File: config.mk
export PLATFORM = sky130hd
export DESIGN_NAME = int_divider
export DESIGN_NICKNAME = d
export VERILOG_FILES = /design/src/ooo_pkg.sv /design/src/int_divider.sv
export VERILOG_INCLUDE_DIRS = /design/src
export SDC_FILE = /design/constraint.sdc
export NUM_CORES = 1
export LEC_CHECK = 0
export BUFFER_PORTS_ARGS = -buffer_cell sky130_fd_sc_hd__clkbuf_2
export CAP_MARGIN = 20
export CORE_ASPECT_RATIO = 2
export CORE_MARGIN = 2
export CORE_UTILIZATION = 51
export DETAILED_ROUTE_END_ITERATION = 10
export PLACE_DENSITY = 0.76
export RECOVER_POWER = 100
export SETUP_SLACK_MARGIN = 0.2
export SLEW_MARGIN = 40
export SYNTH_ARGS = -nofsm -noshare
export SYNTH_HDL_FRONTEND = slang
export SYNTH_SLANG_ARGS = --single-unit
File: constraint.sdc
create_clock -name clk -period 5.9 [get_ports clk]
set_input_delay 0.295 -clock clk [delete_from_list [all_inputs] [get_ports clk]]
set_output_delay 0.295 -clock clk [all_outputs]
set_load 0.02 [all_outputs]
File: src/ooo_defines.svh
`ifndef OOO_DEFINES_SVH
`define OOO_DEFINES_SVH

`define OOO_XLEN        32             // integer data width.
`define OOO_NUM_ARCH    32             // architectural registers.
`define OOO_NUM_PHYS    256            // physical registers.
`define OOO_PHYS_W      8              // physical register tag width.
`define OOO_MUL_STAGES  3              // multiplier latency in cycles.
`define OOO_MEM_WORDS   256            // words in the load memory.
`define OOO_MEM_HASH    32'h9E3779B1   // word k of the load memory holds k times this.

`endif

File: src/ooo_pkg.sv
`include "ooo_defines.svh"

package ooo_pkg;

    typedef enum logic [2:0] {
        OP_ADD  = 3'd0,
        OP_SUB  = 3'd1,
        OP_MUL  = 3'd2,
        OP_DIV  = 3'd3,
        OP_LOAD = 3'd4
    } op_e;

    typedef struct packed {
        op_e         opcode;
        logic [4:0]  rd;
        logic [4:0]  rs1;
        logic [4:0]  rs2;
        logic [13:0] unused;
    } r_fmt_t;

    typedef struct packed {
        op_e                opcode;
        logic [4:0]         rd;
        logic [4:0]         rs1;
        logic signed [18:0] imm;
    } i_fmt_t;

    // opcode, rd and rs1 sit in the same bits in both formats.
    typedef union packed {
        r_fmt_t r_fmt;
        i_fmt_t i_fmt;
    } instr_u;

    typedef struct packed {
        op_e                    op;
        logic [7:0]             seq;
        logic [4:0]             rd;
        logic [`OOO_PHYS_W-1:0] pd;
        logic [`OOO_PHYS_W-1:0] old_pd;
        logic [`OOO_PHYS_W-1:0] ps1;
        logic [`OOO_PHYS_W-1:0] ps2;
        logic [`OOO_XLEN-1:0]   imm;
    } renamed_t;

    typedef struct packed {
        logic [7:0]             seq;
        logic [4:0]             rd;
        logic [`OOO_PHYS_W-1:0] pd;
        logic [`OOO_XLEN-1:0]   a;
        logic [`OOO_XLEN-1:0]   b;
    } fu_req_t;

    typedef struct packed {
        logic                   valid;
        logic [7:0]             seq;
        logic [4:0]             rd;
        logic [`OOO_PHYS_W-1:0] pd;
        logic [`OOO_XLEN-1:0]   data;
    } wb_t;

    localparam int FU_ADD  = 0;
    localparam int FU_LOAD = 1;
    localparam int FU_MUL  = 2;
    localparam int FU_DIV  = 3;

endpackage

File: src/int_divider.sv
`timescale 1ns/100ps
`include "ooo_defines.svh"

module int_divider (
    input  logic             clk,
    input  logic             reset,
    input  ooo_pkg::fu_req_t req,
    input  logic             req_valid,
    output logic             req_ready,
    output ooo_pkg::wb_t     wb
);
    import ooo_pkg::*;

    localparam int XLEN  = `OOO_XLEN;
    localparam int CNT_W = $clog2(XLEN + 1);

    logic             busy;
    logic [CNT_W-1:0] count;
    logic [XLEN-1:0]  rem;
    fu_req_t          op;   // a shifts from dividend to quotient, b is the divisor.
    logic [XLEN:0]    rem_shift;
    logic [XLEN+1:0]  diff;
    logic [XLEN-1:0]  quo_next;

    assign req_ready = !busy;
    assign rem_shift = {rem, op.a[XLEN-1]};
    assign diff      = {1'b0, rem_shift} - {2'b0, op.b};
    assign quo_next  = {op.a[XLEN-2:0], ~diff[XLEN+1]};   // a bit is set when the trial fits.

    always_ff @(posedge clk) begin
        if (reset) begin
            busy     <= 1'b0;
            wb.valid <= 1'b0;
        end else begin
            wb.valid <= 1'b0;
            if (req_valid && !busy) begin
                busy  <= 1'b1;
                count <= CNT_W'(XLEN);
                rem   <= '0;
                op    <= req;
            end else if (busy) begin
                rem   <= diff[XLEN+1] ? rem_shift[XLEN-1:0] : diff[XLEN-1:0];
                op.a  <= quo_next;
                count <= count - 1'b1;
                if (count == CNT_W'(1)) begin
                    busy     <= 1'b0;
                    wb.valid <= 1'b1;
                    wb.seq   <= op.seq;
                    wb.rd    <= op.rd;
                    wb.pd    <= op.pd;
                    wb.data  <= (op.b == '0) ? '1 : quo_next;   // divide by zero gives all ones.
                end
            end
        end
    end

    // the issue stage holds a divide back until this unit is idle again.
    assert property (@(posedge clk) disable iff (reset) busy |-> !req_valid);

endmodule

# ---- Yosys cells after proc, flatten, opt, wreduce, memory -nomap -nowiden
# Index checks and enable logic that the tools add are counted.
dict set report word_totals {
  in_bits 88
  out_inout_bits 55
  ff_bits 178
}
dict set report classes {
  bitwise_logic 4
  muxes 10
  n_addsub 2
  n_reduce_logical 8
  eq_ne 1
}
# operator n
set op_table {}
lappend op_table {{two-way mux 32 bit} 5}
lappend op_table {{two-way mux 54 bit} 1}
lappend op_table {{subtractor 33 x 32 -> 34 bit} 1}
lappend op_table {{logical NOT 32 bit} 1}
lappend op_table {{== test 6 x 1 -> 1 bit (second input constant)} 1}
lappend op_table {{two-way mux 6 bit} 1}
lappend op_table {{subtractor 6 x 1 -> 6 bit (second input constant)} 1}
lappend op_table {{NOT 1 bit} 4}
lappend op_table {{AND reduction 2 bit} 2}
lappend op_table {{AND reduction 4 bit} 1}
lappend op_table {{two-way mux 1 bit} 3}
lappend op_table {{OR reduction 3 bit} 1}
lappend op_table {{nonzero test 2 bit} 1}
lappend op_table {{logical AND 1 bit} 1}
lappend op_table {{logical NOT 1 bit} 1}

# ---- Depth between registers and ports, before layout
dict set report logic_depth {
  depth_word 4
  depth_mapped 12
  mapped_depth_nobuf 12
}

# ---- Worst setup path before layout
# OpenSTA, ideal clock, no wires.
dict set report synth_timing {
  path_kind {register -> register}
  start {register count[1]}
  end {register wb[0] in the netlist's numbering, enable pin}
  path_slack_ns -0.409
  path_stages_with_launch 5
  setup_ns 0.595
  arrival_ns 5.714
  required_ns 5.305
  path_cell_list {edfxtp_1 -> inv_1 -> ha_1 -> nand3_1 -> nor4_1}
}
dict set report synth_between {
  elab_chain_cells 2
}
# element line_no
set synth_rtl {}
lappend synth_rtl {{from (decl)} int_divider.sv:18} ;# logic [CNT_W-1:0] count;
lappend synth_rtl {{from (signal assigned)} int_divider.sv:38} ;# count <= CNT_W'(XLEN);
lappend synth_rtl {{from (signal assigned)} int_divider.sv:44} ;# count <= count - 1'b1;
lappend synth_rtl {{== test 6 x 1 -> 1 bit} int_divider.sv:45} ;# if (count == CNT_W'(1)) begin
lappend synth_rtl {{AND reduction 4 bit (no source line)} --}
lappend synth_rtl {{to (decl)} int_divider.sv:10} ;# output ooo_pkg::wb_t wb
# Every way passes these cells.
# A chain may end at the register's enable or synchronous reset.

# ---- Final worst setup path
dict set report layout_timing {
  start {register rem[17]}
  end {register op[32] in the netlist's numbering, data pin}
}
dict set report layout_between {
  elab_chain_cells 4
}
# element line_no
set layout_rtl {}
lappend layout_rtl {{from (decl)} int_divider.sv:19} ;# logic [XLEN-1:0] rem;
lappend layout_rtl {{from (signal assigned)} int_divider.sv:42} ;# rem <= diff[XLEN+1] ? rem_shift[XLEN-1:0] : diff[XLEN-1:0];
lappend layout_rtl {{subtractor 33 x 32 -> 34 bit} int_divider.sv:27} ;# assign diff = {1'b0, rem_shift} - {2'b0, op.b};
lappend layout_rtl {{NOT 1 bit} int_divider.sv:28} ;# assign quo_next = {op.a[XLEN-2:0], ~diff[XLEN+1]};
lappend layout_rtl {{two-way mux 32 bit} int_divider.sv:41} ;# end else if (busy) begin
lappend layout_rtl {{two-way mux 32 bit} int_divider.sv:36} ;# if (req_valid && !busy) begin
lappend layout_rtl {{to (signal assigned)} int_divider.sv:40} ;# op <= req;
lappend layout_rtl {{to (decl)} int_divider.sv:20} ;# fu_req_t op;
# Every way passes these cells. The select of a mux whose other input is x is not followed.

==> flow_summary.yaml <==
final_layout:
  final_cell_area_mm2: 0.0100
  layout_common_cells: "edfxtp_1, nand2_1, clkbuf_2"
  utilization: 0.601
  num-nets-final: 1002
  drive_above_1_share: 0.175
  final_common_cell: "edfxtp_1"
  antennaDiodeCount: 0
  stdcell_count: 1099
  syn2layout_area_growth_pct: 15.5
placed_design:
  dp_slack_ns: 2.21
  dpl.cell_count: 1067
  hpwl_mm: 14.4
  place_congestion: 0.925
  place_area_mm2: 0.00963
  port_buffers: 142
clock_tree:
  htreeDepth: 4
  post-cts-setup-buffers: 0
  cts-resized-gates: 0
  clk_pin_slew_worst_paths_ns: 0.07
  cts_buffer_depth: 2
  cts.sinks: 178
  numCtsBuffers: 17
  insertion_delay_ns: 0.43
  clockRootBuffer: "clkbuf_16"
  cts_tree: "yes"
  holdBufCountCts: 0
routing:
  detail-route-antenna-nets: 0
  wl_met3_um: 758
  route.detailed.drc: 0
  routed.top_layer: "met4"
  routedWlPerCell_um: 18.0
  vias: 6156
  wirelength_mm: 19.7
  first_pass_iters: 7
  wl_met1_mm: 6.86
  vias_per_cell: 5.60
  wl_met2_mm: 10.9
  drt_iter0_drc: 224
timing:
  worst_pin_slew_ns: 4.10
  rsz0062_at_grt: "no"
  setup_slack_ns: 1.42
  setup_viol: 0
  max_freq_ghz: 0.223
  slew_viol_final: 205
  finalHoldViolCount: 0
  finalSetupTns_ns: 0
  relSlewSlack: -1.74
  min_period_over_period: 0.759
  fin_crit_ns: 4.48
  clock_skew_ns: 0.00927
yosys:
  syn_area_mm2: 0.00867
  synth_top_flop_cell: "edfxtp_1"
  ys_types: 53
  synthesis.nets: 859
  synth.avg_cell_area_um2: 11.8
  synth_edf_count: 176
  synth_top_area_cell: "edfxtp_1"
  ys_top_cells_by_area: "edfxtp_1, nand2_1, ha_1, mux2i_1, or2_2"
  yosysSeqAreaShare: 0.614
  ys.warnings.count: 0
  synthCells: 736
  synth_top_area_share: 0.609
  ys_seq_elements: 178
  synthArstFlopShare: 0
hold_path:
  holdCritPathClass: "input pin to register"
worst_setup_path:
  endpoint_kind: "register"
  cp-start-kind: "register"
  cp_max_fo: 15
  crit_type: "register to register"
  cp.arrival_ns: 4.56
  required_ns: 5.98
global_routing:
  antenna_found_initial: 0
  grt_start_max_net_pins: 72
  grt_pass1_vias: 6346
  grt.total_usage: 0.225
  grt-ovfl-total: 0
  grt_pass1_wl_mm: 30.7
floorplan:
  io_pins: 143
  fp.coreArea_mm2: 0.0167
  start_util: 0.520
  rows: 67
  fp.dieH_um: 188
  die_w_um: 96.2
  dieArea_mm2: 0.0181
status:
  status: "finished, violations left"
  violations: "capacitance limit, slew limit"
job:
  drv_cap: 4
pwr:
  powerDensity_mw_per_mm2: 315
  power_leakage_uw: 0.00406
  vdd_ir_drop_max_mv: 0.199
[worst max-delay path: stages, from the launching register on]
cell and delay [ns]:
edfxtp_1 0.40, ha_1 0.39, a21o_1 0.24, a221o_1 0.42
a2111oi_0 1.01, a2111o_1 0.31, a21oi_1 0.24, nor3_4 0.60
buf_4 0.40, a21oi_1 0.11
[kinds of logic (layout without fill, tap and decap cells)]
| kind of cell | count (synthesis) | count (layout) | share of synthesized area |
|---|---|---|---|
| flip-flops | 178 | 178 | 0.614 |
| AO/OA/AOI/OAI | 124 | 124 | 0.101 |
| buffers and inverters | 66 | 222 | 0.0307 |
| multiplexers | 23 | 23 | 0.0265 |
| AND/OR/NAND/NOR | 285 | 285 | 0.151 |
| adder cells (fa/ha/maj) | 35 | 35 | 0.0514 |
| XOR/XNOR | 25 | 25 | 0.0252 |
[synth_stat cells, drive strengths merged (3+ instances only)]
master	number
a2111oi	3
a211oi	5
a21o	18
a21oi	33
a311o	3
a31o	3
a31oi	5
and2	4
and3	6
buf	4
clkbuf	21
edfxtp	176
ha	34
inv	41
mux2i	23
nand2	157
nand3	14
nand4	8
nor2	26
nor2b	4
nor3	8
nor4	14
o211ai	3
o21a	6
o21ai	23
o311ai	4
or2	33
or3	6
or4	3
xnor2	15
xor2	10
[final timing paths]
kind	slack, ns	to	from	cells past startpoint
max	1.42	op[32]$_DFFE_PP_	rem[17]$_SDFFCE_PP0P_	9
min	0.03	op[16]$_DFFE_PP_	req[16]	1
max reg2reg	1.42	op[32]$_DFFE_PP_	rem[17]$_SDFFCE_PP0P_	9
min reg2reg	0.42	wb[43]$_DFFE_PP_	op[75]$_DFFE_PP_	0
[power breakdown]
group          internal (uW)  switching [uW]
clock network            551             511
logic                    232             338
registers               1490            38.2
[state kept, by name, indices dropped and copies added, names as in the netlist]
| name | flops |
|---|---|
| wb | 54 |
| op | 85 |
| rem | 32 |
| busy | 1 |
| count | 6 |
[metrics by stage]
stage               power (uW)  hold WS, ns
CTS                       3190       0.0163
finish                    3160       0.0313
global route              3290       0.0277
floorplan                 1970        0.372
detailed placement        2130        0.405
global placement          2110        0.400
[layer usage]
layer	vias to the layer above	track usage
li1	2966	-
met1	2937	0.225
met2	183	0.412
met3	70	0.0372
met4	0	0.143
met5	-	0
[layout make-up]
type	count	area, um2
fill	1436	6660
sequential	178	5330
clock inverter	15	121
clock buffer	17	425
inverter	41	154
tap	207	259
multi-input combinational	492	3070
timing repair buffer	149	669
Note: power is estimated with default switching activity, not from simulation.
