===== config.mk =====
export PLATFORM = sky130hd
export DESIGN_NAME = rename_unit
export DESIGN_NICKNAME = d
export VERILOG_FILES = /design/src/ooo_pkg.sv /design/src/rename_unit.sv
export VERILOG_INCLUDE_DIRS = /design/src
export SDC_FILE = /design/constraint.sdc
export NUM_CORES = 2
export LEC_CHECK = 0
export BUFFER_PORTS_ARGS = -buffer_cell sky130_fd_sc_hd__buf_2
export CORE_MARGIN = 2
export CORE_UTILIZATION = 45
export DETAILED_ROUTE_END_ITERATION = 7
export SETUP_SLACK_MARGIN = 0.1
export SLEW_MARGIN = 30
export SYNTH_ARGS = -nofsm -noshare
export SYNTH_HDL_FRONTEND = slang
export SYNTH_SLANG_ARGS = --single-unit

===== constraint.sdc =====
create_clock -name clk -period 16.9 [get_ports clk]
set_input_delay 3.38 -clock clk [delete_from_list [all_inputs] [get_ports clk]]
set_output_delay 3.38 -clock clk [all_outputs]
set_load 0.01 [all_outputs]

===== src/ooo_defines.svh =====
`ifndef OOO_DEFINES_SVH
`define OOO_DEFINES_SVH

`define OOO_XLEN        32             // integer data width.
`define OOO_NUM_ARCH    32             // architectural registers.
`define OOO_NUM_PHYS    256            // physical registers.
`define OOO_PHYS_W      8              // physical register tag width.
`define OOO_MUL_STAGES  3              // multiplier latency in cycles.
`define OOO_MEM_WORDS   256            // words in the load memory.
`define OOO_MEM_HASH    32'h9E3779B1   // word k of the load memory holds k times this.

`endif


===== src/ooo_pkg.sv =====
`include "ooo_defines.svh"

package ooo_pkg;

    typedef enum logic [2:0] {
        OP_ADD  = 3'd0,
        OP_SUB  = 3'd1,
        OP_MUL  = 3'd2,
        OP_DIV  = 3'd3,
        OP_LOAD = 3'd4
    } op_e;

    typedef struct packed {
        op_e         opcode;
        logic [4:0]  rd;
        logic [4:0]  rs1;
        logic [4:0]  rs2;
        logic [13:0] unused;
    } r_fmt_t;

    typedef struct packed {
        op_e                opcode;
        logic [4:0]         rd;
        logic [4:0]         rs1;
        logic signed [18:0] imm;
    } i_fmt_t;

    // opcode, rd and rs1 sit in the same bits in both formats.
    typedef union packed {
        r_fmt_t r_fmt;
        i_fmt_t i_fmt;
    } instr_u;

    typedef struct packed {
        op_e                    op;
        logic [7:0]             seq;
        logic [4:0]             rd;
        logic [`OOO_PHYS_W-1:0] pd;
        logic [`OOO_PHYS_W-1:0] old_pd;
        logic [`OOO_PHYS_W-1:0] ps1;
        logic [`OOO_PHYS_W-1:0] ps2;
        logic [`OOO_XLEN-1:0]   imm;
    } renamed_t;

    typedef struct packed {
        logic [7:0]             seq;
        logic [4:0]             rd;
        logic [`OOO_PHYS_W-1:0] pd;
        logic [`OOO_XLEN-1:0]   a;
        logic [`OOO_XLEN-1:0]   b;
    } fu_req_t;

    typedef struct packed {
        logic                   valid;
        logic [7:0]             seq;
        logic [4:0]             rd;
        logic [`OOO_PHYS_W-1:0] pd;
        logic [`OOO_XLEN-1:0]   data;
    } wb_t;

    localparam int FU_ADD  = 0;
    localparam int FU_LOAD = 1;
    localparam int FU_MUL  = 2;
    localparam int FU_DIV  = 3;

endpackage


===== src/rename_unit.sv =====
`timescale 1ns/100ps
`include "ooo_defines.svh"

module rename_unit (
    input  logic                   clk,
    input  logic                   reset,
    input  ooo_pkg::instr_u        instr,
    input  logic                   instr_valid,
    output logic                   instr_ready,
    output ooo_pkg::renamed_t      ren,
    output logic                   ren_valid,
    input  logic                   ren_ready,
    output logic                   mark_valid,
    output logic [`OOO_PHYS_W-1:0] mark_pd,
    input  logic                   free_valid,
    input  logic [`OOO_PHYS_W-1:0] free_pd
);
    import ooo_pkg::*;

    localparam int PHYS_W    = `OOO_PHYS_W;
    localparam int NUM_FREE  = `OOO_NUM_PHYS - `OOO_NUM_ARCH;

    logic [PHYS_W-1:0] map_table [`OOO_NUM_ARCH];
    logic [PHYS_W-1:0] free_list [`OOO_NUM_PHYS];
    logic [PHYS_W-1:0] head;
    logic [PHYS_W-1:0] tail;
    logic [PHYS_W:0]   count;
    logic [7:0]        seq;
    logic              accept;
    logic              pop;
    logic              is_load;

    assign instr_ready = (count != '0) && (!ren_valid || ren_ready);
    assign accept      = instr_valid && instr_ready;
    assign pop         = accept && (instr.r_fmt.rd != '0);   // r0 never gets a new register.
    assign is_load     = (instr.r_fmt.opcode == OP_LOAD);
    assign mark_valid  = pop;
    assign mark_pd     = free_list[head];

    always_ff @(posedge clk) begin
        if (reset) begin
            for (int i = 0; i < `OOO_NUM_ARCH; i++) begin
                map_table[i] <= PHYS_W'(i);
            end
            for (int i = 0; i < NUM_FREE; i++) begin
                free_list[i] <= PHYS_W'(i + `OOO_NUM_ARCH);
            end
            head      <= '0;
            tail      <= PHYS_W'(NUM_FREE);
            count     <= (PHYS_W + 1)'(NUM_FREE);
            seq       <= '0;
            ren_valid <= 1'b0;
        end else begin
            if (pop) begin
                map_table[instr.r_fmt.rd] <= free_list[head];
                head <= head + 1'b1;
            end
            if (free_valid) begin
                free_list[tail] <= free_pd;
                tail <= tail + 1'b1;
            end
            if (pop && !free_valid) begin
                count <= count - 1'b1;
            end else if (free_valid && !pop) begin
                count <= count + 1'b1;
            end
            if (accept) begin
                ren_valid  <= 1'b1;
                seq        <= seq + 1'b1;
                ren.op     <= instr.r_fmt.opcode;
                ren.seq    <= seq;
                ren.rd     <= instr.r_fmt.rd;
                ren.pd     <= pop ? free_list[head] : '0;
                ren.old_pd <= map_table[instr.r_fmt.rd];   // map of r0 stays zero.
                ren.ps1    <= map_table[instr.r_fmt.rs1];
                ren.ps2    <= is_load ? '0 : map_table[instr.r_fmt.rs2];
                ren.imm    <= is_load ? {{(`OOO_XLEN - 19){instr.i_fmt.imm[18]}}, instr.i_fmt.imm}
                                      : '0;
            end else if (ren_ready) begin
                ren_valid <= 1'b0;
            end
        end
    end

    // register 0 is never handed out as a destination.
    assert property (@(posedge clk) disable iff (reset) pop |-> mark_pd != '0);
    // registers come back from the issue stage and must fit in the list.
    assert property (@(posedge clk) disable iff (reset) free_valid |-> count < `OOO_NUM_PHYS);

endmodule


After elaboration in Yosys (flattened, before gate mapping)
Memories as Yosys holds them, arrays and structs flattened. A register that Yosys moved wholly into a read port is not among the register bits.
Cells that the tools add are included.

word-level totals
  register bits = 77
  memory bits (writable) = 2,304
  bits of input ports = 45
  output and inout port bits = 91
  logic and storage cells = 55
  memories = 2

cells by class
  add/sub/neg operators = 5
  eq/ne operators = 1
  multiplexer cells = 20
  bitwise logic cells = 1
  reduce and logical (&&, ||, !) cells = 16

memories
  memory     depth  width  read ports  clocked after Yosys merged registers in  write ports  line               text
  free_list  256    8      1           1                                        224          rename_unit.sv:24  logic [PHYS_W-1:0] free_list [`OOO_NUM_PHYS];
  map_table  32     8      3           3                                        32           rename_unit.sv:23  logic [PHYS_W-1:0] map_table [`OOO_NUM_ARCH];

operator list
  cell                                                                 number
  8-bit 2-to-1 mux                                                     5
  8-bit by 1-bit adder with 8-bit output (second input constant)       3
  9-bit 2-to-1 mux                                                     2
  8-bit OR reduction                                                   2
  1-bit 2-to-1 mux                                                     12
  9-bit by 1-bit adder with 9-bit output (second input constant)       1
  9-bit nonzero test                                                   1
  9-bit by 1-bit subtractor with 9-bit output (second input constant)  1
  1-bit logical AND                                                    5
  5-bit 2-to-1 mux                                                     1
  5-bit nonzero test                                                   1
  2-bit nonzero test                                                   2
  3-bit equality test (second input constant)                          1
  1-bit zero test                                                      3
  2-bit AND reduction                                                  1
  1-bit logical OR                                                     1
  1-bit NOT                                                            1

Longest topological paths before layout
  word-level depth = 10
  depth in mapped cells = 16
  mapped depth without buffers = 14

Worst setup path after synthesis
Ideal clock, no wire load.

  kind = input to register
  start = input ren_ready
  end = memory map_table[17][0] in the netlist's numbering (enable)
  library setup time = 0.334 ns
  data arrival time = 7.954 ns
  data required time = 16.566 ns
  path slack = 8.611 ns
  stages on the path = 8
  buffers on the path = 1
  cells stage by stage = nand2b_1 o311ai_1 nor2_1 nand2_1 nor2_1 clkbuf_1 nand2_1 nand2b_1

RTL lines
  item                line               text
  start: declaration  rename_unit.sv:12  input logic ren_ready,
  end: declaration    rename_unit.sv:23

==> results.toml <==
[finish]
fin_area_sq_um = 124000
final_nets = 7576
drive_above_1_share = 0.219
area_delta_synth_final_pct = 10.5

[grt]
grt_pass1_vias = 70200
antenna_found_initial = 26
grt_max_degree = 125
grt_pass1_wl_mm = 525
grt-ovfl-total = 0
grt_use_total = 0.289

[critical_path]
crit_top_cell = "buf_4"
cp-endpoint = "mark_pd[2]"
path_cells = "buf_4, buf_4, buf_4, mux4_2, a22oi_1, nand2_1, a22oi_1, o21ai_1, o31ai_4, buf_4, inv_2, buf_2"
criticalPathCategory = "reg -> out"
cp_num_buf_inv = 6
ff2ff_path_depth = 11
start_kind = "flip-flop"
cp-end-kind = "output port"
r2r-end = "map_table[4][2]"
arrival_ns = 7.03
cp.depth = 12
cpMaxStageDelayCell = "dfxtp_4"
path_max_fanout = 54
cpPeakStageDelay_ns = 0.90
worstPathRequired_ns = 13.52
cp_top_family = "buffers and inverters"
rrSetupSlack_ns = 10.51

[yosys]
ys_seq_area_frac = 0.643
syn_area_sq_um = 112000
syn_avg_cell_area_sq_um = 14.5
ys_types = 91
synth-edff-count = 2371
synth_cells = 7711
synth_seq_cells = 2413
yosysWarnings = 0
synthFlopType = "edfxtp_1"
synthArstFlopShare = 0

[placement]
place_area_sq_um = 115000
gp_congestion = 0.911
dp_hpwl_mm = 233
port_buffers = 135

[timing]
rsz0062_at_grt = "no"
fin_tns_setup_ns = 0
max_slew.worst_pin.slew_ns = 1.19
finalCritPeriodShare = 0.616
finalCriticalPeriod_ns = 10.41
fmax_mhz = 96.0
maxSlewHeadroom = 0.207
drv_slew = 0
finalClockSkew_ns = 0.0625
setup_viol = 0
hold_violations = 0

[route]
drtIter0Drc = 10900
vias = 71800
drtAntennaViolNets = 0
vias_per_cell = 6.50
drc = 0
wl_per_cell_um = 33.3
firstDrtPassIters = 6
routed_wl_mm = 368

[clocking]
cts.path.max_buffers = 4
clkTransAtPathRegs_ns = 0.06
ctsHtreeMaxLevel = 5
numCtsBuffers = 278
cts_hold_buf = 0
cts_num_sinks = 2413
clockRootBuffer = "clkbuf_16"
post_cts_resized = 0
cts_setup_buffers = 0
clk_latency_ns = 0.94
tritoncts = "done"

[floorplan]
core_area_sq_um = 248000
pin_count = 136
start_util = 0.451
die_w_um = 503
die_area_sq_um = 253000
num_rows = 183
dieHeight_um = 503

[worst_hold_path]
min_path_type = "reg -> reg"
hold_depth = 0

[power]
irDropWorstVdd_mv = 0.106
cellLeakagePower_nw = 36.8
p_per_area_nw_per_um2 = 110

[flow_run]
drv_cap = 0

[status]
status = "finished clean"
[kinds of logic after synthesis]
| group | synth area share |
|---|---|
| AND/OR/NAND/NOR | 0.139 |
| flip-flops | 0.643 |
| multiplexers | 0.153 |
| buffers and inverters | 0.0344 |
| AO/OA/AOI/OAI | 0.0276 |
| XOR/XNOR | 0.00211 |
| adder cells (fa/ha/maj) | 0.00101 |
| other | 0.0000335 |
[through the flow]
stage,hold slack [ns],std cells,power (mW),util,setup WS [ns]
detailed placement,0.440,10600,7.89,0.464,7.57
CTS,0.453,11000,13.7,0.499,6.60
global placement,0.435,10600,7.88,0.463,7.57
finish,0.453,11100,13.7,0.499,6.49
global route,0.468,11000,14.0,0.499,6.35
floorplan,0.428,7718,7.52,-,8.61
[worst min-delay path by stage]
| stage | from | end |
|---|---|---|
| final | seq[7] | ren[76] |
| after floorplan | seq[7] | ren[76] |
| after global placement | seq[7] | ren[76] |
| after CTS | seq[7] | ren[76] |
| after detailed placement | seq[7] | ren[76] |
| after global routing | seq[7] | ren[76] |
[flip-flops by register name, summed over array words and instances (netlist names), named ones only]
name	flops
free_list	2048
map_table	256
ren	67
count	9
head	8
seq	8
tail	8
ren_valid	1
[synthesized netlist by cell type (7+ instances only)]
| cell | instances | area (sq um) |
|---|---|---|
| or2_2 | 184 | 1150 |
| nand3_1 | 236 | 1180 |
| buf_1 | 46 | 173 |
| a22o_1 | 10 | 87.6 |
| mux2i_1 | 200 | 2000 |
| dfxtp_1 | 42 | 841 |
| buf_4 | 59 | 443 |
| nand4_1 | 39 | 244 |
| clkbuf_1 | 566 | 2120 |
| o221ai_1 | 13 | 114 |
| buf_6 | 46 | 518 |
| nor2b_1 | 22 | 138 |
| a221oi_1 | 27 | 236 |
| o21ai_1 | 7 | 35.0 |
| o21ai_0 | 21 | 105 |
| a31oi_1 | 22 | 138 |
| and2_1 | 193 | 1210 |
| o22a_1 | 8 | 70.1 |
| mux4_2 | 654 | 14700 |
| nor2_1 | 613 | 2300 |
| buf_8 | 8 | 120 |
| and3_1 | 172 | 1080 |
| o22ai_1 | 34 | 213 |
| nand2b_1 | 140 | 876 |
| buf_2 | 67 | 335 |
| nor4_1 | 20 | 125 |
| xor2_1 | 17 | 149 |
| a21o_1 | 14 | 105 |
| inv_1 | 13 | 48.8 |
| nor3_1 | 417 | 2090 |
| a22oi_1 | 140 | 1050 |
| edfxtp_1 | 2371 | 71200 |
| inv_2 | 11 | 41.3 |
| a211oi_1 | 9 | 67.6 |
| nand2_1 | 721 | 2710 |
| ha_1 | 9 | 113 |
| xnor2_1 | 10 | 87.6 |
| mux2_2 | 32 | 360 |
| or3_1 | 339 | 2120 |
| a21oi_1 | 47 | 235 |
[per-layer routing]
metal / track usage / part of all wire / wire length [um]
met3: 0.0650 / 0.11 / 41800
met5: 0 / 0.00020 / 73
met4: 0.121 / 0.047 / 17200
met1: 0.399 / 0.38 / 140000
met2: 0.443 / 0.46 / 169000
[cell usage in the layout (no fill, tap or decap), types with 128 or more instances in the layout]
cell type / n
nand2_1: 716
or3_1: 339
or2_2: 185
and2_1: 192
nor2_1: 594
clkbuf_16: 286
buf_4: 182
nand3_1: 218
mux2i_1: 200
a22oi_1: 140
buf_2: 128
edfxtp_1: 2371
and3_1: 166
nand2b_1: 140
mux4_2: 654
nor3_1: 408
[layout make-up]
class | count | area, sq um
fill | 20800 | 124000
sequential | 2413 | 72100
multi-input combinational | 4481 | 36600
clock buffer | 342 | 7390
tap | 3330 | 4170
timing repair buffer | 320 | 2160
clock inverter | 134 | 1270
inverter | 28 | 145
antenna | 9 | 22.5
[power breakdown]
group | internal, mW | switching, mW | total [mW]
registers | 6.68 | 0.0630 | 6.74
logic | 0.339 | 0.691 | 1.03
clock network | 3.46 | 2.44 | 5.90
Note: power is estimated with default switching activity, not from simulation.
