### src/ooo_defines.svh
`ifndef OOO_DEFINES_SVH
`define OOO_DEFINES_SVH

`define OOO_XLEN        32             // integer data width.
`define OOO_NUM_ARCH    32             // architectural registers.
`define OOO_NUM_PHYS    256            // physical registers.
`define OOO_PHYS_W      8              // physical register tag width.
`define OOO_MUL_STAGES  3              // multiplier latency in cycles.
`define OOO_MEM_WORDS   256            // words in the load memory.
`define OOO_MEM_HASH    32'h9E3779B1   // word k of the load memory holds k times this.

`endif

### src/ooo_pkg.sv
`include "ooo_defines.svh"

package ooo_pkg;

    typedef enum logic [2:0] {
        OP_ADD  = 3'd0,
        OP_SUB  = 3'd1,
        OP_MUL  = 3'd2,
        OP_DIV  = 3'd3,
        OP_LOAD = 3'd4
    } op_e;

    typedef struct packed {
        op_e         opcode;
        logic [4:0]  rd;
        logic [4:0]  rs1;
        logic [4:0]  rs2;
        logic [13:0] unused;
    } r_fmt_t;

    typedef struct packed {
        op_e                opcode;
        logic [4:0]         rd;
        logic [4:0]         rs1;
        logic signed [18:0] imm;
    } i_fmt_t;

    // opcode, rd and rs1 sit in the same bits in both formats.
    typedef union packed {
        r_fmt_t r_fmt;
        i_fmt_t i_fmt;
    } instr_u;

    typedef struct packed {
        op_e                    op;
        logic [7:0]             seq;
        logic [4:0]             rd;
        logic [`OOO_PHYS_W-1:0] pd;
        logic [`OOO_PHYS_W-1:0] old_pd;
        logic [`OOO_PHYS_W-1:0] ps1;
        logic [`OOO_PHYS_W-1:0] ps2;
        logic [`OOO_XLEN-1:0]   imm;
    } renamed_t;

    typedef struct packed {
        logic [7:0]             seq;
        logic [4:0]             rd;
        logic [`OOO_PHYS_W-1:0] pd;
        logic [`OOO_XLEN-1:0]   a;
        logic [`OOO_XLEN-1:0]   b;
    } fu_req_t;

    typedef struct packed {
        logic                   valid;
        logic [7:0]             seq;
        logic [4:0]             rd;
        logic [`OOO_PHYS_W-1:0] pd;
        logic [`OOO_XLEN-1:0]   data;
    } wb_t;

    localparam int FU_ADD  = 0;
    localparam int FU_LOAD = 1;
    localparam int FU_MUL  = 2;
    localparam int FU_DIV  = 3;

endpackage

### src/issue_stage.sv
`timescale 1ns/100ps
`include "ooo_defines.svh"

module issue_stage (
    input  logic                   clk,
    input  logic                   reset,
    input  ooo_pkg::renamed_t      ren,
    input  logic                   ren_valid,
    output logic                   ren_ready,
    output logic [`OOO_PHYS_W-1:0] rd_addr1,
    output logic [`OOO_PHYS_W-1:0] rd_addr2,
    input  logic [`OOO_XLEN-1:0]   rd_data1,
    input  logic [`OOO_XLEN-1:0]   rd_data2,
    input  logic                   rd_ready1,
    input  logic                   rd_ready2,
    output ooo_pkg::fu_req_t       mul_req,
    output logic                   mul_valid,
    input  logic                   mul_ready,
    output ooo_pkg::fu_req_t       div_req,
    output logic                   div_valid,
    input  logic                   div_ready,
    output ooo_pkg::fu_req_t       load_req,
    output logic                   load_valid,
    input  logic                   load_ready,
    output ooo_pkg::wb_t           wb_add,
    output logic                   free_valid,
    output logic [`OOO_PHYS_W-1:0] free_pd
);
    import ooo_pkg::*;

    renamed_t slot;
    logic     slot_valid;
    logic     is_imm;
    logic     operands_ok;
    logic     unit_ok;
    logic     dispatch;
    fu_req_t  req;

    assign rd_addr1    = slot.ps1;
    assign rd_addr2    = slot.ps2;
    assign is_imm      = (slot.op == OP_LOAD);
    assign operands_ok = rd_ready1 && (is_imm || rd_ready2);   // loads have no second source.

    always_comb begin
        case (slot.op)
            OP_MUL:  unit_ok = mul_ready;
            OP_DIV:  unit_ok = div_ready;
            OP_LOAD: unit_ok = load_ready;
            default: unit_ok = 1'b1;   // add and sub execute right here.
        endcase
    end

    assign dispatch  = slot_valid && operands_ok && unit_ok;
    assign ren_ready = !slot_valid || dispatch;

    assign req.seq = slot.seq;
    assign req.rd  = slot.rd;
    assign req.pd  = slot.pd;
    assign req.a   = rd_data1;
    assign req.b   = is_imm ? slot.imm : rd_data2;

    assign mul_req    = req;
    assign div_req    = req;
    assign load_req   = req;
    assign mul_valid  = dispatch && (slot.op == OP_MUL);
    assign div_valid  = dispatch && (slot.op == OP_DIV);
    assign load_valid = dispatch && (slot.op == OP_LOAD);

    // the old mapping has no readers left once this instruction has read its operands.
    assign free_valid = dispatch && (slot.rd != '0);
    assign free_pd    = slot.old_pd;

    always_ff @(posedge clk) begin
        if (reset) begin
            slot_valid <= 1'b0;
        end else if (ren_ready) begin
            slot_valid <= ren_valid;
        end
        if (ren_valid && ren_ready) begin
            slot <= ren;
        end
    end

    always_ff @(posedge clk) begin
        if (reset) begin
            wb_add.valid <= 1'b0;
        end else begin
            wb_add.valid <= dispatch && (slot.op == OP_ADD || slot.op == OP_SUB);
        end
        wb_add.seq  <= req.seq;
        wb_add.rd   <= req.rd;
        wb_add.pd   <= req.pd;
        wb_add.data <= (slot.op == OP_SUB) ? req.a - req.b : req.a + req.b;
    end

endmodule

### config.mk
export PLATFORM = sky130hd
export DESIGN_NAME = issue_stage
export DESIGN_NICKNAME = d
export VERILOG_FILES = /design/src/ooo_pkg.sv /design/src/issue_stage.sv
export VERILOG_INCLUDE_DIRS = /design/src
export SDC_FILE = /design/constraint.sdc
export NUM_CORES = 1
export LEC_CHECK = 0
export BUFFER_PORTS_ARGS = -buffer_cell sky130_fd_sc_hd__buf_2
export CAP_MARGIN = 25
export CORE_AREA = 5 5 189 191
export CTS_BUF_LIST = sky130_fd_sc_hd__clkbuf_8
export CTS_CLUSTER_DIAMETER = 50
export DETAILED_ROUTE_END_ITERATION = 7
export DIE_AREA = 0 0 194 196
export SYNTH_ARGS = -nofsm -noshare
export SYNTH_HDL_FRONTEND = slang
export SYNTH_SLANG_ARGS = --single-unit
### constraint.sdc
create_clock -name clk -period 10.75 [get_ports clk]
set_clock_uncertainty 0.15 [all_clocks]
set_input_delay 0.5375 -clock clk [delete_from_list [all_inputs] [get_ports clk]]
set_output_delay 0.5375 -clock clk [all_outputs]
set_load 0.005 [all_outputs]
# == After elaboration in Yosys (flattened, before gate mapping) ==
# Index checks and enable logic that the tools add are counted.
# op_classes
add_sub_neg,2
eq_ne,4
mux,3
reduce_logical,15
# ops
operator,count
32-bit 2-to-1 mux,2
32-bit adder,1
32-bit subtractor,1
1-bit logical AND,9
"3-bit by 2-bit equality test with 1-bit output, second input constant",2
5-bit nonzero test,1
"3-bit by 1-bit equality test with 1-bit output, second input constant",1
"3-bit equality test, second input constant",1
3-bit zero test,1
1-bit logical OR,3
1-bit case mux with 3 select lines,1
1-bit zero test,1
# word_totals
reg_bits,135
input_bits,152
out_inout_bits,338

# == Longest topological paths before layout ==
# Gate-level depths: netlist (run 1).
# depth
depth_word,7
mapped_depth,19
ltp_nobuf,17

# == Least setup slack after synthesis (run 1) ==
# OpenSTA, ideal clock, no wires.
# synth_timing
path_kind,flip-flop to flip-flop
startpoint,reg slot[78] (netlist bit)
endpoint,reg wb_add[29] (netlist bit)
setup_time_ps,64
arrival_ps,4478
path_slack_ps,6059
stages_incl_launch_ff,19
path_buffers,4
synth_period_minus_slack_ps,4691
path_cell_list,edfxtp_1 -> nor3b_1 -> buf_2 -> clkbuf_1 -> buf_1 -> clkbuf_1 -> nand2_1 -> nand2_1 -> nand2_1 -> xor2_1 -> ha_1 -> nor2b_1 -> o31ai_1 -> a21oi_1 -> a31o_2 -> a31oi_1 -> o21ai_1 -> a2111o_1 -> nand4_1
# synth_lines
element,line,source
start: declaration,issue_stage.sv:31,renamed_t slot;
start signal: assignment,issue_stage.sv:80,slot <= ren;
end: declaration,issue_stage.sv:25,"output ooo_pkg::wb_t wb_add,"

# == Worst setup path in the final report (run 1) ==
# layout_timing
startpoint,reg slot[78] (netlist bit)
endpoint,reg wb_add[31] (netlist bit)
# layout_between
elab_chain_cells,4
elab_cells_between_ends,6
cone_classes,2 x add/sub; 2 x eq/ne; 2 x mux
# layout_lines
element,line,source
3-bit equality test,issue_stage.sv:41,assign is_imm = (slot.op == OP_LOAD);
32-bit 2-to-1 mux,issue_stage.sv:60,assign req.b = is_imm ? slot.imm : rd_data2;
32-bit adder or 32-bit subtractor (tied branches),issue_stage.sv:93,wb_add.data <= (slot.op == OP_SUB) ? req.a - req.b : req.a + req.b;
32-bit 2-to-1 mux *,issue_stage.sv:93,
# Mark *: on every way between the ends. The rest lies on a longest branch, timed or not.
# A chain may end at the register's enable or synchronous reset.

==> impl_metrics.ini, run 1 <==
[placement]
gp_congestion = 0.8284
port_buffers = 489
dpl.hpwl_mm = 23.57

[sta]
maxSlewHeadroom = 0.5338
drv_slew = 0
worstMarginPinSlew_ps = 699.4
min_period_ps = 5065
rsz0062_at_grt = no
fin_crit_sh = 0.4712
fmax_mhz = 197.4
finalHoldViolCount = 0
setup_tns_ps = 0
finalSetupViolCount = 0

[synthesis]
synthAdderAreaFrac = 0.04919
ys_warn_count = 0
synth_top_family_by_area = buffers and inverters
netlist_area_sq_um = 8292
ys_seq_area_frac = 0.4225
postSynthCellCount = 846
synth.largest_area_cell = edfxtp_1
synth_top_area_frac = 0.2897
syn_area_per_cell_sq_um = 9.801
syn-num-nets = 1030
synth_compound_area_frac = 0.09250
synth_edf_count = 80
synthMuxAreaShare = 0.02082
synth-simple-area-share = 0.1136
synth_area_leaders = edfxtp_1, buf_4, dfxtp_1
synth_xor_area_frac = 0.05810
async_reset_ff_frac = 0
synth_seq_cells = 135
ys.flop_type = edfxtp_1
yosysUniqueCellTypes = 60

[hold_path]
worstHoldEndpoint = rd_addr2[2]
hold_class = input pin to flop
whs_path_depth = 1
hold_start = ren[34]

[grt]
grt_pass1_wl_mm = 40.26
grt_usage = 0.1379
grt_pass1_vias = 6557
antenna_found_initial = 11
grt_max_degree = 81
grt-ovfl-total = 0

[floorplanning]
core_area_sq_um = 33950
die_area_sq_um = 38020
die_w_um = 194
rows = 68
initial_core_util = 0.2443
die_h_um = 196
io_pins = 490

[worst_setup_path]
rr_worst_depth = 16
cp.required_ps = 10920
crit_type = flop to flop
timing.rr.start = slot[78]
arrival_ps = 5240
r2r_slack_ps = 5680
worst_setup_path_end_kind = flop
cp-start-kind = flop
r2r-end = wb_add[31]
worst-path-max-fanout = 46

[finish]
fin_util = 0.2930
drive_above_1_share = 0.4820
mostFrequentLayoutCells = buf_2, nand2_1, edfxtp_1
final_common_cell = buf_2
area_growth_pct = 19.95
nNetsFinal = 1281

[drt]
wl_per_cell_um = 17.82
drtPass1Iterations = 7
drc = 0
drt_iter0_drc = 209
ant_nets = 0
via_per_inst = 4.203
vias = 6591
route.final.wire_length_mm = 27.95

[clocking]
hold_buffers = 0
cts_resized = 0
tritoncts = built
root_buffer = clkbuf_8
cts_max_path_buffers = 2
clk_pin_slew_ps = 80
cts_made_buffers = 17
clk_latency_ps = 430
cts.sinks = 135
htreeDepth = 4
postCtsSetupRepairBufs = 0

[power]
p_per_area_nw_per_um2 = 157.7
power.leakage_nw = 4.748
vdd_drop_max_v = 0.0001014

[outcome]
status = finished clean

[flow_run]
max-cap-violations = 0
## cells in the mapped netlist (3+ instances only)
| cell | count |
|---|---|
| buf_4 | 247 |
| nand2_1 | 83 |
| edfxtp_1 | 80 |
| dfxtp_1 | 55 |
| nor2_1 | 42 |
| a21oi_1 | 41 |
| xnor2_1 | 39 |
| ha_1 | 31 |
| nor3_1 | 30 |
| inv_1 | 27 |
| xor2_1 | 16 |
| mux2i_1 | 15 |
| o21ai_0 | 15 |
| clkbuf_1 | 11 |
| nand3_1 | 9 |
| o21bai_1 | 9 |
| a21o_1 | 8 |
| nand4_1 | 7 |
| nor4_1 | 6 |
| a31oi_1 | 5 |
| o21ai_1 | 4 |
| or3_1 | 4 |
| or4_1 | 4 |
| a211o_1 | 3 |
| a211oi_1 | 3 |
| and2_1 | 3 |
| and3_1 | 3 |
| nor2b_1 | 3 |
| o31ai_1 | 3 |
## through the flow
stage               total power, mW  setup slack, ps  hold slack [ps]  instance area [sq um]  instances
floorplan                    0.9242             6059            245.5                   8292        846
global placement              1.061             5792            235.4                   9428       1532
detailed placement            1.069             5664            241.0                   9428       1532
CTS                           1.597             5653            73.38                   9918       1564
global route                  1.665             5237            68.24                   9943       1567
finish                        1.568             5685            123.7                   9946       1568
## power breakdown
| group | total, mW | internal, mW | switching, mW | leakage [nW] |
|---|---|---|---|---|
| Combinational | 0.403 | 0.180 | 0.223 | 3.28 |
| Clock | 0.518 | 0.312 | 0.206 | 0.245 |
| Sequential | 0.647 | 0.618 | 0.0285 | 1.23 |
| Total | 1.57 | 1.11 | 0.458 | 4.75 |
## sequential cells by signal (all words and copies together), names as in the netlist
name / cells
rd_addr2: 8
slot: 35
slot_valid: 1
div_req: 21
rd_addr1: 8
wb_add: 54
free_pd: 8
## layout make-up
cell class | instances | area [sq um]
fillers | 3627 | 24000
flip-flops and latches | 135 | 3503
multi-input cells | 423 | 2784
repair buffers | 493 | 2490
well taps | 455 | 569.3
clock buffers | 19 | 261.5
clock inverters | 13 | 229.0
inverters | 27 | 101.3
diodes | 3 | 7.507
## worst max-delay path, cell delays in order (launching register included)
cell and delay, ps:
edfxtp_1 500, nor3b_2 210, buf_4 490, nand4_1 310, nand2_1 200, nand2_1 60, or4_1 580, o21ai_0 260
xor2_1 170, ha_1 320, a21o_1 260, a221oi_1 220, o21ai_0 130, a31oi_1 320, o21ai_1 230, a311oi_1 390
xnor2_1 110
## routing by layer
layer,GRT usage,routed length (um),vias up
met2,0.2325,13560,339
met1,0.1698,11600,3033
met4,0.03490,338,16
met3,0.04757,2342,34
li1,-,-,3169
met5,0,110,-
## cells by family (layout without fill, tap and decap cells)
logic type,after synthesis,in the layout
adder cells (fa/ha/maj),32,32
flip-flops,135,135
buffers and inverters,288,552
other,0,3
AND/OR/NAND/NOR,203,203
multiplexers,17,17
XOR/XNOR,55,55
AO/OA/AOI/OAI,116,116
## worst max-delay path by stage
stage,startpoint,endpoint,slack [ps],depth (start not counted)
after global placement,slot[78],wb_add[31],5790,15
after floorplan,slot[78],wb_add[29],6060,18
final,slot[78],wb_add[31],5680,16
after CTS,slot[78],wb_add[31],5650,16
after global routing,slot[78],wb_add[31],5240,17
after detailed placement,slot[78],wb_add[31],5660,16
(Power assumes the default switching activity.)
==> run 2: changes to the inputs <==
--- a/config.mk
+++ b/config.mk
@@ -6,13 +6,14 @@
 export SDC_FILE = /design/constraint.sdc
 export NUM_CORES = 1
 export LEC_CHECK = 0
+export ABC_AREA = 1
 export BUFFER_PORTS_ARGS = -buffer_cell sky130_fd_sc_hd__buf_2
 export CAP_MARGIN = 25
-export CORE_AREA = 5 5 189 191
+export CORE_AREA = 5 5 185 187
 export CTS_BUF_LIST = sky130_fd_sc_hd__clkbuf_8
 export CTS_CLUSTER_DIAMETER = 50
 export DETAILED_ROUTE_END_ITERATION = 7
-export DIE_AREA = 0 0 194 196
+export DIE_AREA = 0 0 190 192
 export SYNTH_ARGS = -nofsm -noshare
 export SYNTH_HDL_FRONTEND = slang
 export SYNTH_SLANG_ARGS = --single-unit
==> constraint.sdc (replaced) <==
create_clock -name clk -period 5.21 [get_ports clk]
set_clock_uncertainty 0.15 [all_clocks]
set_input_delay 0.2605 -clock clk [delete_from_list [all_inputs] [get_ports clk]]
set_output_delay 0.2605 -clock clk [all_outputs]
set_load 0.005 [all_outputs]
==> run 2 against run 1 <==
Effect of this change:
- design area rose by 13%
- synthesized area rose by 8.1%
- first-iteration DRC count rose by 71%
- synthesized cell count rose by 25%
- sequential power rose by 100%
- sequential cell count did not move
- clock power rose by 76%
- routed wire length rose by 22%
- via count rose by 19%
- final cell count rose by 18%
- register-to-register slack got worse by 4900 ps
- largest cell class unchanged
==> impl_metrics.ini, run 2 <==
[outcome]
status = finished clean

[worst_setup_path]
worst-path-max-fanout = 29
worst_setup_path_end_kind = flop
cp.required_ps = 5460
cp_cell_sequence = nor2_4 -> buf_4 -> nand3_1 -> nand2_2 -> nand2_2 -> nor2_4 -> nand2_2 -> nor2_2 -> nand2_1 -> nor2_1 -> nor2_1 -> nand2_1 -> nand2_1 -> ha_1 -> nand2_1 -> nor2_1 -> inv_1 -> nor3_1 -> nand4_1 -> nand3_1 -> a21oi_1 -> xnor2_1
cp_slowest_stage_delay_ps = 520
cp-start-kind = flop
r2r_slack_ps = 790
cp_common_cell = nand2_1
arrival_ps = 4670
crit_type = flop to flop
slowest_stage = edfxtp_1

[synthesis]
ys_warn_count = 0
yosys-top-cells-count = buf_4, nand2_1, inv_1, edfxtp_1, dfxtp_1
synth_seq_cells = 135
synth_top_area_frac = 0.2681
netlist_area_sq_um = 8960
synth_edf_count = 80
yosysUniqueCellTypes = 39
ys_seq_area_frac = 0.3910
synth.largest_area_cell = edfxtp_1
ys.flop_type = edfxtp_1
postSynthCellCount = 1059
syn_area_per_cell_sq_um = 8.461
synth_area_leaders = edfxtp_1, buf_4, dfxtp_1
syn-num-nets = 1243
async_reset_ff_frac = 0
synth.most_common_cell = buf_4

[placement]
numPlacedInstances = 1735
dpl.hpwl_mm = 28.51
gp_congestion = 0.8291
port_buffers = 489

[drt]
route.final.wire_length_mm = 34.09
drc = 0
ant_nets = 0
drtPass1Iterations = 5
drt_iter0_drc = 357
vias = 7876
via_per_inst = 4.255
wl_per_cell_um = 18.42

[finish]
nNetsFinal = 1580
final_common_cell = buf_2
final_cell_count_no_fill = 1851
fill_cells = 3407
area_growth_pct = 25.92
num_antenna_cells = 0
largest_reg_flops = 54
drive_above_1_share = 0.4003
largest-register = wb_add
mostFrequentLayoutCells = buf_2, nand2_1, inv_1

[grt]
grt_usage = 0.1775
grt_pass1_wl_mm = 48.16
grt_max_degree = 41
grt-ovfl-total = 0
grt_pass1_vias = 8086
antenna_found_initial = 3

[floorplanning]
io_pins = 490
die_h_um = 192
core_area_sq_um = 32290
die_w_um = 190
rows = 66
die_area_sq_um = 36480
initial_core_util = 0.2775

[clocking]
cts_made_buffers = 17
cts.sinks = 135
clk_latency_ps = 500
htreeDepth = 4
clk_pin_slew_ps = 100
cts_max_path_buffers = 2
root_buffer = clkbuf_8
cts_resized = 0
tritoncts = built

[flow_run]
max-cap-violations = 0

[sta]
fmax_mhz = 226.3
setup_tns_ps = 0
finalSetupViolCount = 0
min_period_ps = 4420
rsz0062_at_grt = no
finalHoldViolCount = 0
worstMarginPinSlew_ps = 629.8
drv_slew = 0
maxSlewHeadroom = 0.5757
fin_crit_sh = 0.8483

[hold_path]
hold_class = input pin to flop

[power]
power.leakage_nw = 5.748
p_per_area_nw_per_um2 = 284.1
vdd_drop_max_v = 0.0001477
run 2: changes by cell type after synthesis, moves of 21 or more:
| cell | before | now |
|---|---|---|
| inv_1 | 27 | 113 |
| nand3_1 | 9 | 34 |
| xor2_1 | 16 | 42 |
| nand3b_1 | 1 | 24 |
| xnor2_1 | 39 | 6 |
| nand2_1 | 83 | 192 |
| nand2_2 | 0 | 21 |
run 2: cell families (layout without fill, tap and decap cells):
| logic type | Yosys count | after routing | synth area share |
|---|---|---|---|
| buffers and inverters | 375 | 725 | 0.2667 |
| flip-flops | 135 | 135 | 0.3910 |
| AND/OR/NAND/NOR | 366 | 366 | 0.1882 |
| adder cells (fa/ha/maj) | 32 | 32 | 0.04552 |
| AO/OA/AOI/OAI | 103 | 103 | 0.06158 |
| XOR/XNOR | 48 | 48 | 0.04692 |
run 2: where the power goes:
group | switching, mW | leakage [nW] | internal (mW)
sequential | 0.0498 | 1.23 | 1.27
clock | 0.508 | 0.197 | 0.404
combinational | 0.569 | 4.32 | 0.400
total | 1.13 | 5.75 | 2.08
run 2: routing by layer:
layer / wire [um] / up-vias / part of all wire / global-route usage
met5: 38 / - / 0.0011 / 0
met1: 13250 / 3650 / 0.39 / 0.2018
li1: - / 3847 / - / -
met3: 2389 / 45 / 0.070 / 0.04925
met4: 594 / 6 / 0.017 / 0.04591
met2: 17820 / 328 / 0.52 / 0.3276
run 2: critical path: cells and delay by family, from the launching register on:
family	cells	cell delay (ps)
and+or+nand+nor	17	2510
buffers and inverters	2	420
adders and majority gates	1	370
AOI/OAI and AO/OA	1	110
xor gates and xnor gates	1	200
DFF	1	520
run 2: path summary, 6_finish.rpt:
path | startpoint | end | cells past startpoint
worst min register to register | div_req[80] | wb_add[48] | 0
worst max register to register | slot[78] | wb_add[21] | 22
worst min-delay path | rd_data1[2] | wb_add[2] | 3
worst max-delay path | slot[78] | wb_add[21] | 22
run 2: layout make-up:
| type | instances | area [sq um] | share of cell area |
|---|---|---|---|
| Clock buffer | 18 | 247.7 | 0.02196 |
| Clock inverter | 14 | 137.6 | 0.01220 |
| Inverter | 115 | 431.7 | 0.03826 |
| Multi-Input combinational cell | 549 | 3083 | 0.2733 |
| Sequential cell | 135 | 3503 | 0.3105 |
| Tap cell | 442 | 553.0 | 0.04902 |
| Timing Repair Buffer | 578 | 3326 | 0.2948 |
run 2: timing repair:
action / CTS / global route
hold buffers: 84 / 0
hold endpoints to repair: 84 / 0
buffers inserted: 0 / 0
run 2: stage by stage:
stage               power, mW  utilization  hold WS (ps)  setup slack, ps  area, sq um
floorplan               1.938            -         179.6            889.9         8964
global placement        2.278       0.3114         261.6            880.1        10060
detailed placement      2.280       0.3114         271.0            868.1        10060
CTS                     3.257       0.3494         39.39            803.3        11280
global route            3.397       0.3494         76.14            430.7        11280
finish                  3.205       0.3494         77.39            790.4        11280
==> run 3: changes to the inputs <==
--- a/config.mk
+++ b/config.mk
@@ -6,14 +6,14 @@
 export SDC_FILE = /design/constraint.sdc
 export NUM_CORES = 1
 export LEC_CHECK = 0
-export ABC_AREA = 1
+export ABC_AREA = 0
 export BUFFER_PORTS_ARGS = -buffer_cell sky130_fd_sc_hd__buf_2
 export CAP_MARGIN = 25
-export CORE_AREA = 5 5 185 187
+export CORE_AREA = 5 5 189 191
 export CTS_BUF_LIST = sky130_fd_sc_hd__clkbuf_8
 export CTS_CLUSTER_DIAMETER = 50
 export DETAILED_ROUTE_END_ITERATION = 7
-export DIE_AREA = 0 0 190 192
+export DIE_AREA = 0 0 194 196
 export SYNTH_ARGS = -nofsm -noshare
 export SYNTH_HDL_FRONTEND = slang
 export SYNTH_SLANG_ARGS = --single-unit
==> constraint.sdc (replaced) <==
create_clock -name clk -period 4.4 [get_ports clk]
set_clock_uncertainty 0.15 [all_clocks]
set_input_delay 0.22 -clock clk [delete_from_list [all_inputs] [get_ports clk]]
set_output_delay 0.22 -clock clk [all_outputs]
set_load 0.005 [all_outputs]
==> run 3 against run 2 <==
Effect of this change:
- power is 16% higher
- critical path depth is 6 lower
- critical endpoint is now wb_add[31]
- clock power is 13% higher
- via count is 9.5% lower
- highest routed layer unchanged
- count of clock-buffer cells in the layout is 1 lower
- non-clock buffer count is 44 higher
- largest cell class is now buffers
- worst setup slack worse by 590 ps
- sequential power is 20% higher
==> impl_metrics.ini, run 3 (synthesis gave the netlist of run 1 again) <==
[outcome]
status = finished clean

[grt]
grt-ovfl-total = 0
gr-usage-met2 = 0.2411
met3_usage = 0.04259
antenna_found_initial = 9
grt_pass1_wl_mm = 42.47
grt_usage = 0.1433
busiest_layer = met2
grt_max_degree = 43
grt_pass1_vias = 7201
met1_usage = 0.1762

[finish]
nNetsFinal = 1410
fin_area_sq_um = 11110
area_growth_pct = 34.01
largest_reg_flops = 54
final_common_cell = buf_2
mostFrequentLayoutCells = buf_2, dlygate4sd3_1, nand2_1
largest-register = wb_add
drive_above_1_share = 0.4818
final_cell_count_no_fill = 1702

[clocking]
clk_pin_slew_ps = 90
tritoncts = built
cts_made_buffers = 17
cts.sinks = 135
cts_max_path_buffers = 2
clk_latency_ps = 450
root_buffer = clkbuf_8
htreeDepth = 4

[floorplanning]
core_area_sq_um = 33950
rows = 68
die_h_um = 196
io_pins = 490
die_area_sq_um = 38020
initial_core_util = 0.2443
die_w_um = 194

[sta]
finalSetupViolCount = 0
fmax_mhz = 238.3
worstMarginPinSlew_ps = 537.9
setup_slack_ps = 203.5
fin_crit_sh = 0.9538
hold_ws_ps = 60.58
min_period_ps = 4197
drv_slew = 0
setup_tns_ps = 0
finalHoldViolCount = 0
maxSlewHeadroom = 0.6414

[drt]
via_per_inst = 4.190
drt_iter0_drc = 215
wl_per_cell_um = 17.10
ant_nets = 0
route.final.wire_length_mm = 29.11
drtPass1Iterations = 4
drc = 0
vias = 7131

[power]
vdd_drop_max_v = 0.0001879
power.leakage_nw = 5.289
p_per_area_nw_per_um2 = 335.8

[flow_run]
max-cap-violations = 0

[hold_path]
hold_class = input pin to flop
whs_path_depth = 3

[placement]
numPlacedInstances = 1570
dpl.hpwl_mm = 23.47
pre_cts_slack_ps = -167.5
gp_congestion = 0.8714
dpl_cell_area_sq_um = 9738
port_buffers = 489

[worst_setup_path]
cp-start-kind = flop
worst_setup_path_end_kind = flop
crit_type = flop to flop
arrival_ps = 4380
cp.required_ps = 4580
worst-path-max-fanout = 6
rr_worst_depth = 16
[run 3: cell count changes in the layout (fill, tap and decap cells not counted), moves of 8 or more]
| cell | previous run | this run |
|---|---|---|
| nand3_1 | 34 | 9 |
| buf_4 | 5 | 45 |
| inv_1 | 114 | 25 |
| nand2_2 | 21 | 0 |
| nor2_1 | 53 | 41 |
| mux2i_1 | 0 | 15 |
| nor3_1 | 13 | 28 |
| nand3b_1 | 24 | 1 |
| xor2_1 | 42 | 16 |
| a21oi_1 | 52 | 41 |
| nand2_1 | 192 | 83 |
| diode_2 | 0 | 8 |
| o21ai_0 | 34 | 12 |
| xnor2_1 | 6 | 39 |
[run 3: what timing repair did]
item                                    4_1_cts  5_1_grt
endpoints found under the setup margin        6        8
gates resized for setup                       3       16
hold buffers                                 85        0
buffers inserted                              2        5
pin swaps                                     0        4
endpoints found under the hold margin        84        0
[run 3: per-layer routing]
layer | up-vias | part of all wire
met5 | - | 0.00041
met2 | 320 | 0.48
li1 | 3443 | -
met1 | 3318 | 0.42
met4 | 2 | 0.026
met3 | 48 | 0.075
[run 3: path summary, 6_finish.rpt]
path / from / endpoint / slack [ps]
min: rd_ready1 / wb_add[53] / 60
max: slot[77] / wb_add[31] / 200
max reg2reg: slot[77] / wb_add[31] / 200
min reg2reg: div_req[80] / wb_add[48] / 270
[run 3: metrics by stage]
step	utilization	power, mW
floorplan	-	2.258
global placement	0.2863	2.641
detailed placement	0.2869	2.656
CTS	0.3240	3.783
global route	0.3272	3.964
finish	0.3273	3.732
[run 3: final cells by class]
class,count,area [sq um]
flip-flops and latches,135,3503
well taps,455,569.3
diodes,8,20.02
repair buffers,622,3684
fillers,3497,22840
multi-input cells,423,2850
clock inverters,15,150.1
clock buffers,17,234.0
inverters,27,101.3
[run 3: worst max-delay path, cell delays in order (launching register included)]
cell	delay, ps
edfxtp_1	450
or3b_4	480
clkbuf_4	200
mux2i_1	180
or4_4	580
nand2_1	100
xor2_1	220
ha_1	280
buf_4	160
nand2_1	80
o21ai_0	110
a21oi_1	190
o21ai_1	90
a31oi_2	230
o21ai_2	130
a311oi_2	320
xnor2_1	110
[run 3: power breakdown]
part,switching (mW),internal [mW],leakage (nW)
combinational,0.580,0.541,3.86
sequential,0.0687,1.51,1.23
clock,0.605,0.427,0.200
total,1.25,2.48,5.29
